<file path="src/logic/tis_consts.svh">
`ifndef TIS_CONSTS_SVH
`define TIS_CONSTS_SVH

// Datapath and program geometry
`define DATA_W      11
`define INSTR_W     16
`define PROG_DEPTH  15
`define PC_W        4

// ACC and the ALU clamp to plus and minus this value
`define SAT_MAX     999

// Operand field codes above the literal range
`define SRC_NIL     11'd1000
`define SRC_ACC     11'd1001
`define SRC_LEFT    11'd1004
`define SRC_RIGHT   11'd1005
`define SRC_UP      11'd1006
`define SRC_DOWN    11'd1007

`endif

</file>
<file path="src/logic/tisIsaPkg.sv">
`default_nettype none
`include "tis_consts.svh"

package tisIsaPkg;

   typedef enum logic [2:0] {
      dirNil   = 3'd0,
      dirAcc   = 3'd1,
      dirLeft  = 3'd4,   // Low two bits give the port
      dirRight = 3'd5,
      dirUp    = 3'd6,
      dirDown  = 3'd7
   } dirE;

   // Same field as dirE when the class bit is set
   typedef enum logic [2:0] {
      opAdd  = 3'd4,
      opSub  = 3'd5,
      opJro  = 3'd6,
      opMisc = 3'd7
   } opE;

   typedef enum logic [6:0] {
      subJmp  = 7'h7A,
      subJez  = 7'h7B,
      subJnz  = 7'h7C,
      subJgz  = 7'h7D,
      subJlz  = 7'h7E,
      subMisc = 7'h7F
   } subOpE;

   typedef enum logic [3:0] {
      miscSwp = 4'hC,
      miscSav = 4'hD,
      miscNeg = 4'hE,
      miscNop = 4'hF
   } miscE;

   typedef enum logic [1:0] {
      aluAdd,
      aluSub,
      aluNeg
   } aluOpE;

   typedef enum logic [1:0] {
      kindLit,
      kindAcc,
      kindNil,
      kindPort
   } srcKindE;

   typedef struct packed {
      logic                      spare;
      logic                      ctrl;
      dirE                       dst;
      logic signed [`DATA_W-1:0] operand;
   } opViewS;

   typedef struct packed {
      logic             spare;
      logic             ctrl;
      opE               grp;
      subOpE            subOp;
      logic [`PC_W-1:0] target;   // Jump address or misc selector
   } ctlViewS;

   typedef union packed {
      opViewS  op;
      ctlViewS ctl;
   } instrU;

endpackage

`default_nettype wire

</file>
<file path="src/logic/tisPortPkg.sv">
`default_nettype none
`include "tis_consts.svh"

package tisPortPkg;

   typedef struct packed {
      logic                      ready;
      logic signed [`DATA_W-1:0] data;
   } nbrInS;

   typedef struct packed {
      logic       valid;
      logic [1:0] dir;   // LEFT 0, RIGHT 1, UP 2, DOWN 3
   } opReqS;

   typedef struct packed {
      logic                      valid;
      logic signed [`DATA_W-1:0] data;
   } opRspS;

   typedef struct packed {
      logic                      valid;
      logic [1:0]                dir;
      logic signed [`DATA_W-1:0] data;
   } wrReqS;

endpackage

`default_nettype wire

</file>
<file path="src/logic/progMem.sv">
`timescale 1ns/1ns
`default_nettype none
`include "tis_consts.svh"

module progMem (
   input  logic              clk,
   input  logic              rst,
   input  logic              progWe,
   input  logic [`PC_W-1:0]  progAddr,
   input  tisIsaPkg::instrU  progData,
   input  logic [`PC_W-1:0]  pc,
   output tisIsaPkg::instrU  instr
);
   import tisIsaPkg::*;

   localparam logic [`INSTR_W-1:0] nopWord = {1'b0, 1'b1, opMisc, subMisc, miscNop};

   instrU mem [`PROG_DEPTH];

   always_ff @(posedge clk or posedge rst) begin
      if (rst) begin
         for (int i = 0; i < `PROG_DEPTH; i++) begin
            mem[i] <= nopWord;
         end
      end else if (progWe) begin
         mem[progAddr] <= progData;
      end
   end

   assign instr = (pc < `PROG_DEPTH) ? mem[pc] : nopWord;   // Slot 15 reads as NOP

   assert property (@(posedge clk) disable iff (rst) progWe |-> (progAddr < `PROG_DEPTH))
      else $error("progMem: load address %0d beyond program depth", progAddr);

endmodule

`default_nettype wire

</file>
<file path="src/logic/satAlu.sv">
`timescale 1ns/1ns
`default_nettype none
`include "tis_consts.svh"

module satAlu (
   input  tisIsaPkg::aluOpE          op,
   input  logic signed [`DATA_W-1:0] acc,
   input  logic signed [`DATA_W-1:0] operand,
   output logic signed [`DATA_W-1:0] result
);
   import tisIsaPkg::*;

   localparam int wideW = `DATA_W + 1;
   localparam logic signed [wideW-1:0] posLim = wideW'(`SAT_MAX);
   localparam logic signed [wideW-1:0] negLim = wideW'(-`SAT_MAX);

   logic signed [wideW-1:0] accW;
   logic signed [wideW-1:0] oprW;
   logic signed [wideW-1:0] raw;

   assign accW = wideW'(acc);   // Sign extended
   assign oprW = wideW'(operand);

   always_comb begin
      case (op)
         aluSub:  raw = accW - oprW;
         aluNeg:  raw = -accW;   // -1024 turns positive here
         default: raw = accW + oprW;
      endcase
   end

   always_comb begin
      if (raw > posLim) begin
         result = posLim[`DATA_W-1:0];
      end else if (raw < negLim) begin
         result = negLim[`DATA_W-1:0];
      end else begin
         result = raw[`DATA_W-1:0];
      end
   end

endmodule

`default_nettype wire

</file>
<file path="src/logic/portUnit.sv">
`timescale 1ns/1ns
`default_nettype none
`include "tis_consts.svh"

module portUnit (
   input  logic                      clk,
   input  logic                      rst,
   input  tisPortPkg::nbrInS         nbrIn [4],
   input  tisPortPkg::opReqS         opReq,
   output tisPortPkg::opRspS         opRsp,
   input  tisPortPkg::wrReqS         wrReq,
   output logic                      wrAck,
   output logic [3:0]                read,
   output logic [3:0]                write,
   output logic signed [`DATA_W-1:0] out,
   input  logic [3:0]                wready,
   output logic                      wrBusy
);
   import tisPortPkg::*;

   nbrInS sel;
   logic  take;

   assign sel = nbrIn[opReq.dir];

   // A word under its own read pulse is already consumed
   assign opRsp.valid = sel.ready && !read[opReq.dir];
   assign opRsp.data  = sel.data;
   assign take        = opReq.valid && opRsp.valid;

   always_ff @(posedge clk or posedge rst) begin
      if (rst) begin
         read <= '0;
      end else begin
         read <= take ? (4'b0001 << opReq.dir) : 4'b0000;   // One cycle pulse
      end
   end

   assign wrBusy = |write;
   assign wrAck  = |(write & wready);   // Neighbor took the word

   always_ff @(posedge clk or posedge rst) begin
      if (rst) begin
         write <= '0;
         out   <= '0;
      end else if (wrReq.valid) begin
         write <= 4'b0001 << wrReq.dir;
         out   <= wrReq.data;
      end else if (wrAck) begin
         write <= '0;   // Out keeps its last value
      end
   end

   // Back-pressure holds the word and the strobe
   assert property (@(posedge clk) disable iff (rst)
      ((write != '0) && !wrAck) |=> ($stable(write) && $stable(out)))
      else $error("portUnit: write or out changed under back-pressure");

   assert property (@(posedge clk) disable iff (rst)
      (read != '0) |=> ((read & $past(read)) == '0))
      else $error("portUnit: read held high for two cycles %b", read);

endmodule

`default_nettype wire

</file>
<file path="src/logic/nodeSequencer.sv">
`timescale 1ns/1ns
`default_nettype none
`include "tis_consts.svh"

module nodeSequencer (
   input  logic                      clk,
   input  logic                      rst,
   input  logic [`PC_W-1:0]          pLength,
   input  tisIsaPkg::instrU          instr,
   output tisPortPkg::opReqS         opReq,
   input  tisPortPkg::opRspS         opRsp,
   output tisPortPkg::wrReqS         wrReq,
   input  logic                      wrBusy,
   input  logic                      wrAck,
   output tisIsaPkg::aluOpE          aluOp,
   output logic signed [`DATA_W-1:0] operand,
   input  logic signed [`DATA_W-1:0] aluResult,
   output logic [`PC_W-1:0]          pc,
   output logic signed [`DATA_W-1:0] acc,
   output logic signed [`DATA_W-1:0] bak
);
   import tisIsaPkg::*;

   localparam int wideW = `DATA_W + 1;

   logic                    run;
   logic                    usesSrc;
   logic                    isWrite;
   logic                    srcOk;
   srcKindE                 kind;
   logic [`PC_W-1:0]        pcLast;
   logic [`PC_W-1:0]        pcNext;
   logic [`PC_W-1:0]        jroTarget;
   logic signed [wideW-1:0] jroSum;
   logic signed [wideW-1:0] lastWide;

   assign run    = pLength != '0;
   assign pcLast = pLength - 1'b1;
   assign pcNext = (pc == pcLast) ? '0 : pc + 1'b1;   // Wrap after last slot

   always_comb begin
      if (instr.op.operand <= `SAT_MAX) begin
         kind = kindLit;
      end else begin
         case (instr.op.operand)
            `SRC_ACC:                                  kind = kindAcc;
            `SRC_LEFT, `SRC_RIGHT, `SRC_UP, `SRC_DOWN: kind = kindPort;
            `SRC_NIL:                                  kind = kindNil;
            default:                                   kind = kindNil;   // Old ANY and LAST
         endcase
      end
   end

   always_comb begin
      case (kind)
         kindLit:  operand = instr.op.operand;
         kindAcc:  operand = acc;
         kindPort: operand = opRsp.data;
         default:  operand = '0;
      endcase
   end

   // MISC group reuses the operand bits as sub-op and target
   assign usesSrc = !instr.op.ctrl || (instr.ctl.grp inside {opAdd, opSub, opJro});
   assign isWrite = !instr.op.ctrl &&
                    (instr.op.dst inside {dirLeft, dirRight, dirUp, dirDown});
   assign srcOk   = !usesSrc || (kind != kindPort) || opRsp.valid;

   assign opReq.valid = run && !wrBusy && usesSrc && (kind == kindPort);
   assign opReq.dir   = instr.op.operand[1:0];

   assign wrReq.valid = run && !wrBusy && isWrite && srcOk;
   assign wrReq.dir   = instr.op.dst[1:0];
   assign wrReq.data  = operand;

   always_comb begin
      case (instr.ctl.grp)
         opSub:   aluOp = aluSub;
         opMisc:  aluOp = aluNeg;
         default: aluOp = aluAdd;
      endcase
   end

   // JRO clamp into 0 .. pLength-1
   assign jroSum   = wideW'(pc) + wideW'(operand);
   assign lastWide = wideW'(pcLast);

   always_comb begin
      if (jroSum < 0) begin
         jroTarget = '0;
      end else if (jroSum > lastWide) begin
         jroTarget = pcLast;
      end else begin
         jroTarget = jroSum[`PC_W-1:0];
      end
   end

   always_ff @(posedge clk or posedge rst) begin
      if (rst) begin
         pc  <= '0;
         acc <= '0;
         bak <= '0;
      end else if (run) begin
         if (wrBusy) begin
            if (wrAck) begin
               pc <= pcNext;
            end
         end else if (srcOk) begin
            pc <= pcNext;
            if (!instr.op.ctrl) begin
               if (isWrite) begin
                  pc <= pc;   // Held until wready
               end
               if (instr.op.dst == dirAcc) begin
                  acc <= operand;
               end
            end else begin
               case (instr.ctl.grp)
                  opAdd, opSub: acc <= aluResult;
                  opJro:        pc  <= jroTarget;
                  opMisc: begin
                     case (instr.ctl.subOp)
                        subJmp: pc <= instr.ctl.target;
                        subJez: if (acc == '0) pc <= instr.ctl.target;
                        subJnz: if (acc != '0) pc <= instr.ctl.target;
                        subJgz: if (acc > 0) pc <= instr.ctl.target;
                        subJlz: if (acc < 0) pc <= instr.ctl.target;
                        subMisc: begin
                           case (instr.ctl.target)
                              miscSwp: begin
                                 acc <= bak;
                                 bak <= acc;
                              end
                              miscSav: bak <= acc;
                              miscNeg: acc <= aluResult;
                              default: ;   // NOP
                           endcase
                        end
                        default: ;
                     endcase
                  end
                  default: ;   // Unused classes run as NOP
               endcase
            end
         end
      end
   end

   assert property (@(posedge clk) disable iff (rst) (pLength != '0) |-> (pc < pLength))
      else $error("nodeSequencer: pc %0d outside program of length %0d", pc, pLength);

endmodule

`default_nettype wire

</file>
<file path="src/logic/tisNode.sv">
`timescale 1ns/1ns
`default_nettype none
`include "tis_consts.svh"

module tisNode (
   input  logic                      clk,
   input  logic                      rst,
   input  logic                      progWe,
   input  logic [`PC_W-1:0]          progAddr,
   input  tisIsaPkg::instrU          progData,
   input  logic [`PC_W-1:0]          pLength,
   input  tisPortPkg::nbrInS         nbrIn [4],
   input  logic [3:0]                wready,
   output logic [3:0]                read,
   output logic [3:0]                write,
   output logic signed [`DATA_W-1:0] out,
   output logic [`PC_W-1:0]          pc,
   output logic signed [`DATA_W-1:0] acc,
   output logic signed [`DATA_W-1:0] bak
);
   import tisIsaPkg::*;
   import tisPortPkg::*;

   instrU                     instr;
   opReqS                     opReq;
   opRspS                     opRsp;
   wrReqS                     wrReq;
   logic                      wrBusy;
   logic                      wrAck;
   aluOpE                     aluOp;
   logic signed [`DATA_W-1:0] operand;
   logic signed [`DATA_W-1:0] aluResult;

   progMem uMem (
      .clk      (clk),
      .rst      (rst),
      .progWe   (progWe),
      .progAddr (progAddr),
      .progData (progData),
      .pc       (pc),
      .instr    (instr)
   );

   nodeSequencer uSeq (
      .clk       (clk),
      .rst       (rst),
      .pLength   (pLength),
      .instr     (instr),
      .opReq     (opReq),
      .opRsp     (opRsp),
      .wrReq     (wrReq),
      .wrBusy    (wrBusy),
      .wrAck     (wrAck),
      .aluOp     (aluOp),
      .operand   (operand),
      .aluResult (aluResult),
      .pc        (pc),
      .acc       (acc),
      .bak       (bak)
   );

   portUnit uPorts (
      .clk    (clk),
      .rst    (rst),
      .nbrIn  (nbrIn),
      .opReq  (opReq),
      .opRsp  (opRsp),
      .wrReq  (wrReq),
      .wrAck  (wrAck),
      .read   (read),
      .write  (write),
      .out    (out),
      .wready (wready),
      .wrBusy (wrBusy)
   );

   satAlu uAlu (
      .op      (aluOp),
      .acc     (acc),
      .operand (operand),
      .result  (aluResult)
   );

endmodule

`default_nettype wire

</file>
<file path="config.mk">
export PLATFORM = sky130hd
export DESIGN_NAME = tisNode
export DESIGN_NICKNAME = d
export VERILOG_FILES = /design/src/logic/tisIsaPkg.sv /design/src/logic/tisPortPkg.sv /design/src/logic/progMem.sv /design/src/logic/satAlu.sv /design/src/logic/portUnit.sv /design/src/logic/nodeSequencer.sv /design/src/logic/tisNode.sv
export VERILOG_INCLUDE_DIRS = /design/src /design/src/logic
export SDC_FILE = /design/constraint.sdc
export NUM_CORES = 1
export LEC_CHECK = 0
export BUFFER_PORTS_ARGS = -buffer_cell sky130_fd_sc_hd__buf_2
export CAP_MARGIN = 10
export CORE_UTILIZATION = 60
export CTS_BUF_LIST = sky130_fd_sc_hd__clkbuf_4 sky130_fd_sc_hd__clkbuf_8
export DETAILED_ROUTE_END_ITERATION = 10
export PLACE_DENSITY_LB_ADDON = 0.08
export SLEW_MARGIN = 20
export SYNTH_ARGS = -nofsm -noshare
export SYNTH_HDL_FRONTEND = slang
export SYNTH_HIERARCHICAL = 1
export SYNTH_SLANG_ARGS = --single-unit
</file>
<file path="constraint.sdc">
create_clock -name clk -period 7.7 [get_ports clk]
set_clock_uncertainty 0.2 [all_clocks]
set_input_delay 0 -clock clk [delete_from_list [all_inputs] [get_ports clk]]
set_output_delay 0 -clock clk [all_outputs]
set_load 0.01 [all_outputs]
</file>
; ---- After elaboration in Yosys (flattened, before gate mapping)
; Cells that the tools add are included.
[totals]
word_cells = 151
output_inout_bits = 45
ff_bits = 285
[classes]
n_lt_le_gt_ge = 13
n_mux = 41
add_sub_neg = 6
eq_ne = 30
bitwise = 5
shifts = 2
reduce_logical = 33
[ops]
columns = operator, n
row1 = bitwise mux 240 bit, 1
row2 = binary-select mux 16 bit (select 4 bit), 1
row3 = demux 16 bit (select 4 bit), 1
row4 = 2-to-1 mux 4 bit, 15
row5 = == test 11 x 10 -> 1 bit (second input constant), 5
row6 = 2-to-1 mux 11 bit, 5
row7 = 2-to-1 mux 15 bit, 3
row8 = case mux 11 bit (2 select lines), 2
row9 = == test 7 bit (second input constant), 6
row10 = case mux 11 bit (3 select lines), 1
row11 = binary-select mux 12 bit (select 2 bit), 1
row12 = 2-to-1 mux 12 bit, 2
row13 = case mux 12 bit (2 select lines), 1
row14 = case mux 4 bit (5 select lines), 1
row15 = 2-to-1 mux 16 bit, 1
row16 = AND reduction 7 bit, 2
row17 = adder 11 x 11 -> 12 bit, 1
row18 = adder 5 x 11 -> 12 bit, 1
row19 = == test 3 bit (second input constant), 4
row20 = == test 4 bit (second input constant), 3
row21 = greater-than comparator 12 x 11 -> 1 bit (second input constant), 1
row22 = greater-than comparator 12 x 5 -> 1 bit, 1
row23 = < comparator 12 x 1 -> 1 bit (second input constant), 1
row24 = < comparator 12 x 11 -> 1 bit (second input constant), 1
row25 = 43 further kinds, 69

; ---- Longest topological paths before layout
[depth]
depth_word = 20
mapped_depth = 32
mapped_depth_nobuf = 27

; ---- By module
; Netlist, hierarchy kept.
[modules_own_cells]
columns = mod, cells_per_inst, area_each_um2, seq_area_each_um2, instances
row1 = progMem, 753, 11486.0, 6287.3, 1
row2 = nodeSequencer, 329, 2780.2, 650.6, 1
row3 = satAlu, 186, 1375.1, 0.0, 1
row4 = portUnit, 74, 1128.6, 475.5, 1

; ---- Least setup slack after synthesis
; Ideal clock, no wire load.
[synth_timing]
path_type = flip-flop to flip-flop
startpoint = reg uSeq.pc[0]
endpoint = reg uSeq.acc[1]
required_time_ns = 7.435
t_arrival_ns = 6.351
stages_incl_launch_ff = 26
synth_period_minus_slack_ns = 6.617
setup_slack_ns = 1.083
path_cell_list = dfrtp_1 -> buf_4 -> nand3_1 -> buf_2 -> a22o_1 -> o22ai_1 -> buf_4 -> buf_6 -> mux4_1 -> a222oi_1 -> inv_1 -> or4_1 -> o41ai_1 -> xor2_1 -> ha_1 -> a21oi_1 -> nand2_1 -> a22o_1 -> o31a_1 -> o31ai_2 -> a41o_2 -> nand2_1 -> a32oi_1 -> mux2i_1 -> mux2i_1 -> mux2_2
[synth_rtl]
columns = item, line_no
row1 = start: declaration, nodeSequencer.sv:18  ; output logic [`PC_W-1:0] pc,
row2 = start signal: assignment, nodeSequencer.sv:106  ; pc <= pcNext;
row3 = start signal: assignment, nodeSequencer.sv:109  ; pc <= pcNext;
row4 = start signal: assignment, nodeSequencer.sv:112  ; pc <= pc;
row5 = end signal: assignment, nodeSequencer.sv:115  ; acc <= operand;
row6 = end signal: assignment, nodeSequencer.sv:119  ; opAdd, opSub: acc <= aluResult;
row7 = end signal: assignment, nodeSequencer.sv:131  ; acc <= bak;
row8 = end: declaration, nodeSequencer.sv:19  ; output logic signed [`DATA_W-1:0] acc,

==> results.md <==
* Commonest non-fill, non-tap cells in the layout: 268 x mux2_2, 225 x dfstp_2, 122 x buf_2
* Most common cell after layout, fill and taps aside: mux2_2
* Die X at around 170 µm
* Routability cong. at around 0.92
* Drt wl/cell at 23.1 µm
* Critical Path Fanout Max at 23
* Fin crit period at 7240 ps
* Number of global-route vias before repair at 11800
* DR pass1 iterations at 10
* Antenna Nets Post-Route at 0
* Final wirelength at around 42000 µm
* Clk_lat worst skew at 580 ps
* Max-slew headroom at ~26%
* Worst path cell trace: buf_4 -> mux4_1 -> o32ai_1 -> o22ai_1 -> buf_4 -> nand4b_2 -> nor4_2 -> a222oi_1 -> inv_1 -> or4_1 -> o41ai_1 -> xor2_1 -> ha_1 -> a21oi_1 -> nand2_1 -> a22o_1 -> o31a_1 -> o31ai_2 -> a41o_2 -> nand2_1 -> a32oi_1 -> mux2i_1 -> mux2i_1 -> mux2_2
* Synth-to-layout area growth at 13.9%
* Core area at about 26000 µm²
* Avg Cell Area, Syn at around 12 µm²
* Startpoint types: register
* # IOs at 124
* Total die area at 27500 µm²
* Initial antenna violation count at 0
* Hold crit path type: in2async
* Port-buffer cells at 122
* Via density at 6.36
* Synthesized cell area at 16100 µm²
* Outcome: complete, but fails checks
* Crit-path max cell delay at 680 ps
* WP data arrival at 7550 ps
* Cells after DPL at 1693
* Crit path kind: reg2reg
* Clock H-tree levels at 2
* Overall global routing resource usage at 30.8%
* Worst Max-Slew Pin Slew at 1110 ps
* Syn nets at 1403
* Final worst path period share at 94.0%
* Maximum clock frequency at 138 MHz
* Max-Cap Viols at 0
* Sum Neg Setup Slack at 0 ps
* Clk buf depth at 3
* # DRC at 7
* Min Hold Slack at -54.1 ps
* Total grt overflow at 0
* Detail Placement HPWL at 27800 µm
* Max-slew violation count at 0
* Placed cell areas at 16900 µm²
* Synth Warn # at 6
* Post-CTS setup buffers at 0
* Post-route cell area at roughly 18000 µm²
* Floorplan row count at 59
* Initial Util at 61.4%
* Final Hold Viols at 26
* Final Setup Violations at 0
* Ant diodes at 0
* CP required at 8010 ps
* Via count at ~12000
* Global-route wire length before repair at about 66000 µm
* Failing checks: design-rule violations, negative hold slack
* Chip height at 166 µm
* Mapped Cells at 1298
* # nets final at 1550
* Crit end category: register
* Post-Layout Cell Count at 1811
* Clock sink total at 270
* Worst-path clk slew at 70 ps
* Crit-path slowest cell: dfrtp_4
* Layout cell share with drive strength beyond 1 at between 50% and 60%
* Root Buffer: clkbuf_8
* Starting DRT DRC Count at ~920
* Cts bufs inserted at 45
* CTS tree: built
* Largest net degree at the start of global routing at 150
-- routing by layer --
| metal | global-route usage, % | vias up | part of all wire (%) |
|---|---|---|---|
| met3 | 4.67 | 118 | 4.9 |
| met2 | 52.8 | 383 | 50 |
| met5 | 0 | - | 0 |
| li1 | - | 5170 | - |
| met4 | 13.8 | 0 | 4.0 |
| met1 | 38.9 | 5853 | 41 |
-- critical path, delay by kind of cell, from the launching register on --
kind	cells	cell delay, ps
compound gates	10	2920
simple gates	5	1150
mux	4	980
buf+inv	3	750
flops	1	680
fa+ha+maj	1	290
xor+xnor	1	190
-- through the flow --
stage | worst slack (ps) | utilization [%]
2_1_floorplan | 1090 | -
3_3_place_gp | 634 | 64.5
3_5_place_dp | 535 | 64.6
4_1_cts | 494 | 69.7
5_1_grt | -4.49 | 69.9
6_report | 460 | 69.9
-- layout make-up --
| type | count | area [µm²] |
|---|---|---|
| Multi-Input combinational cell | 883 | 8360 |
| Fill cell | 1911 | 7880 |
| Sequential cell | 270 | 7050 |
| Timing Repair Buffer | 210 | 1400 |
| Clock buffer | 73 | 880 |
| Tap cell | 335 | 419 |
| Inverter | 35 | 139 |
| Clock inverter | 5 | 88.8 |
-- worst paths after layout --
path	slack, ps	to	cells past startpoint	start
max in group asynchronous	5820	uMem/mem[194]	5	rst
worst max-delay path	460	uSeq/acc[1]	24	uSeq/pc[0]
min in group clk	60	uPorts/out[1]	5	nbrIn[37]
worst min-delay path	-50	uSeq/bak[5]	3	rst
worst max register to register	460	uSeq/acc[1]	24	uSeq/pc[0]
worst min register to register	300	uPorts/out[10]	1	uPorts/out[10]
-- state kept, by name, summed over array words and instances (netlist names) --
signal / cells
uMem/mem: 225
uPorts/out: 11
uPorts/read: 4
uPorts/write: 4
uSeq/acc: 11
uSeq/bak: 11
uSeq/pc: 4
-- what timing repair did --
item / 4_1_cts / 5_1_grt
hold endpoints to repair: 283 / 0
setup endpoints to repair: 0 / 5
resized for setup: 0 / 4
hold buffers: 39 / 0
Power is not shown: default switching activity piles up to over one toggle a cycle in this logic, so the estimate is an artifact.
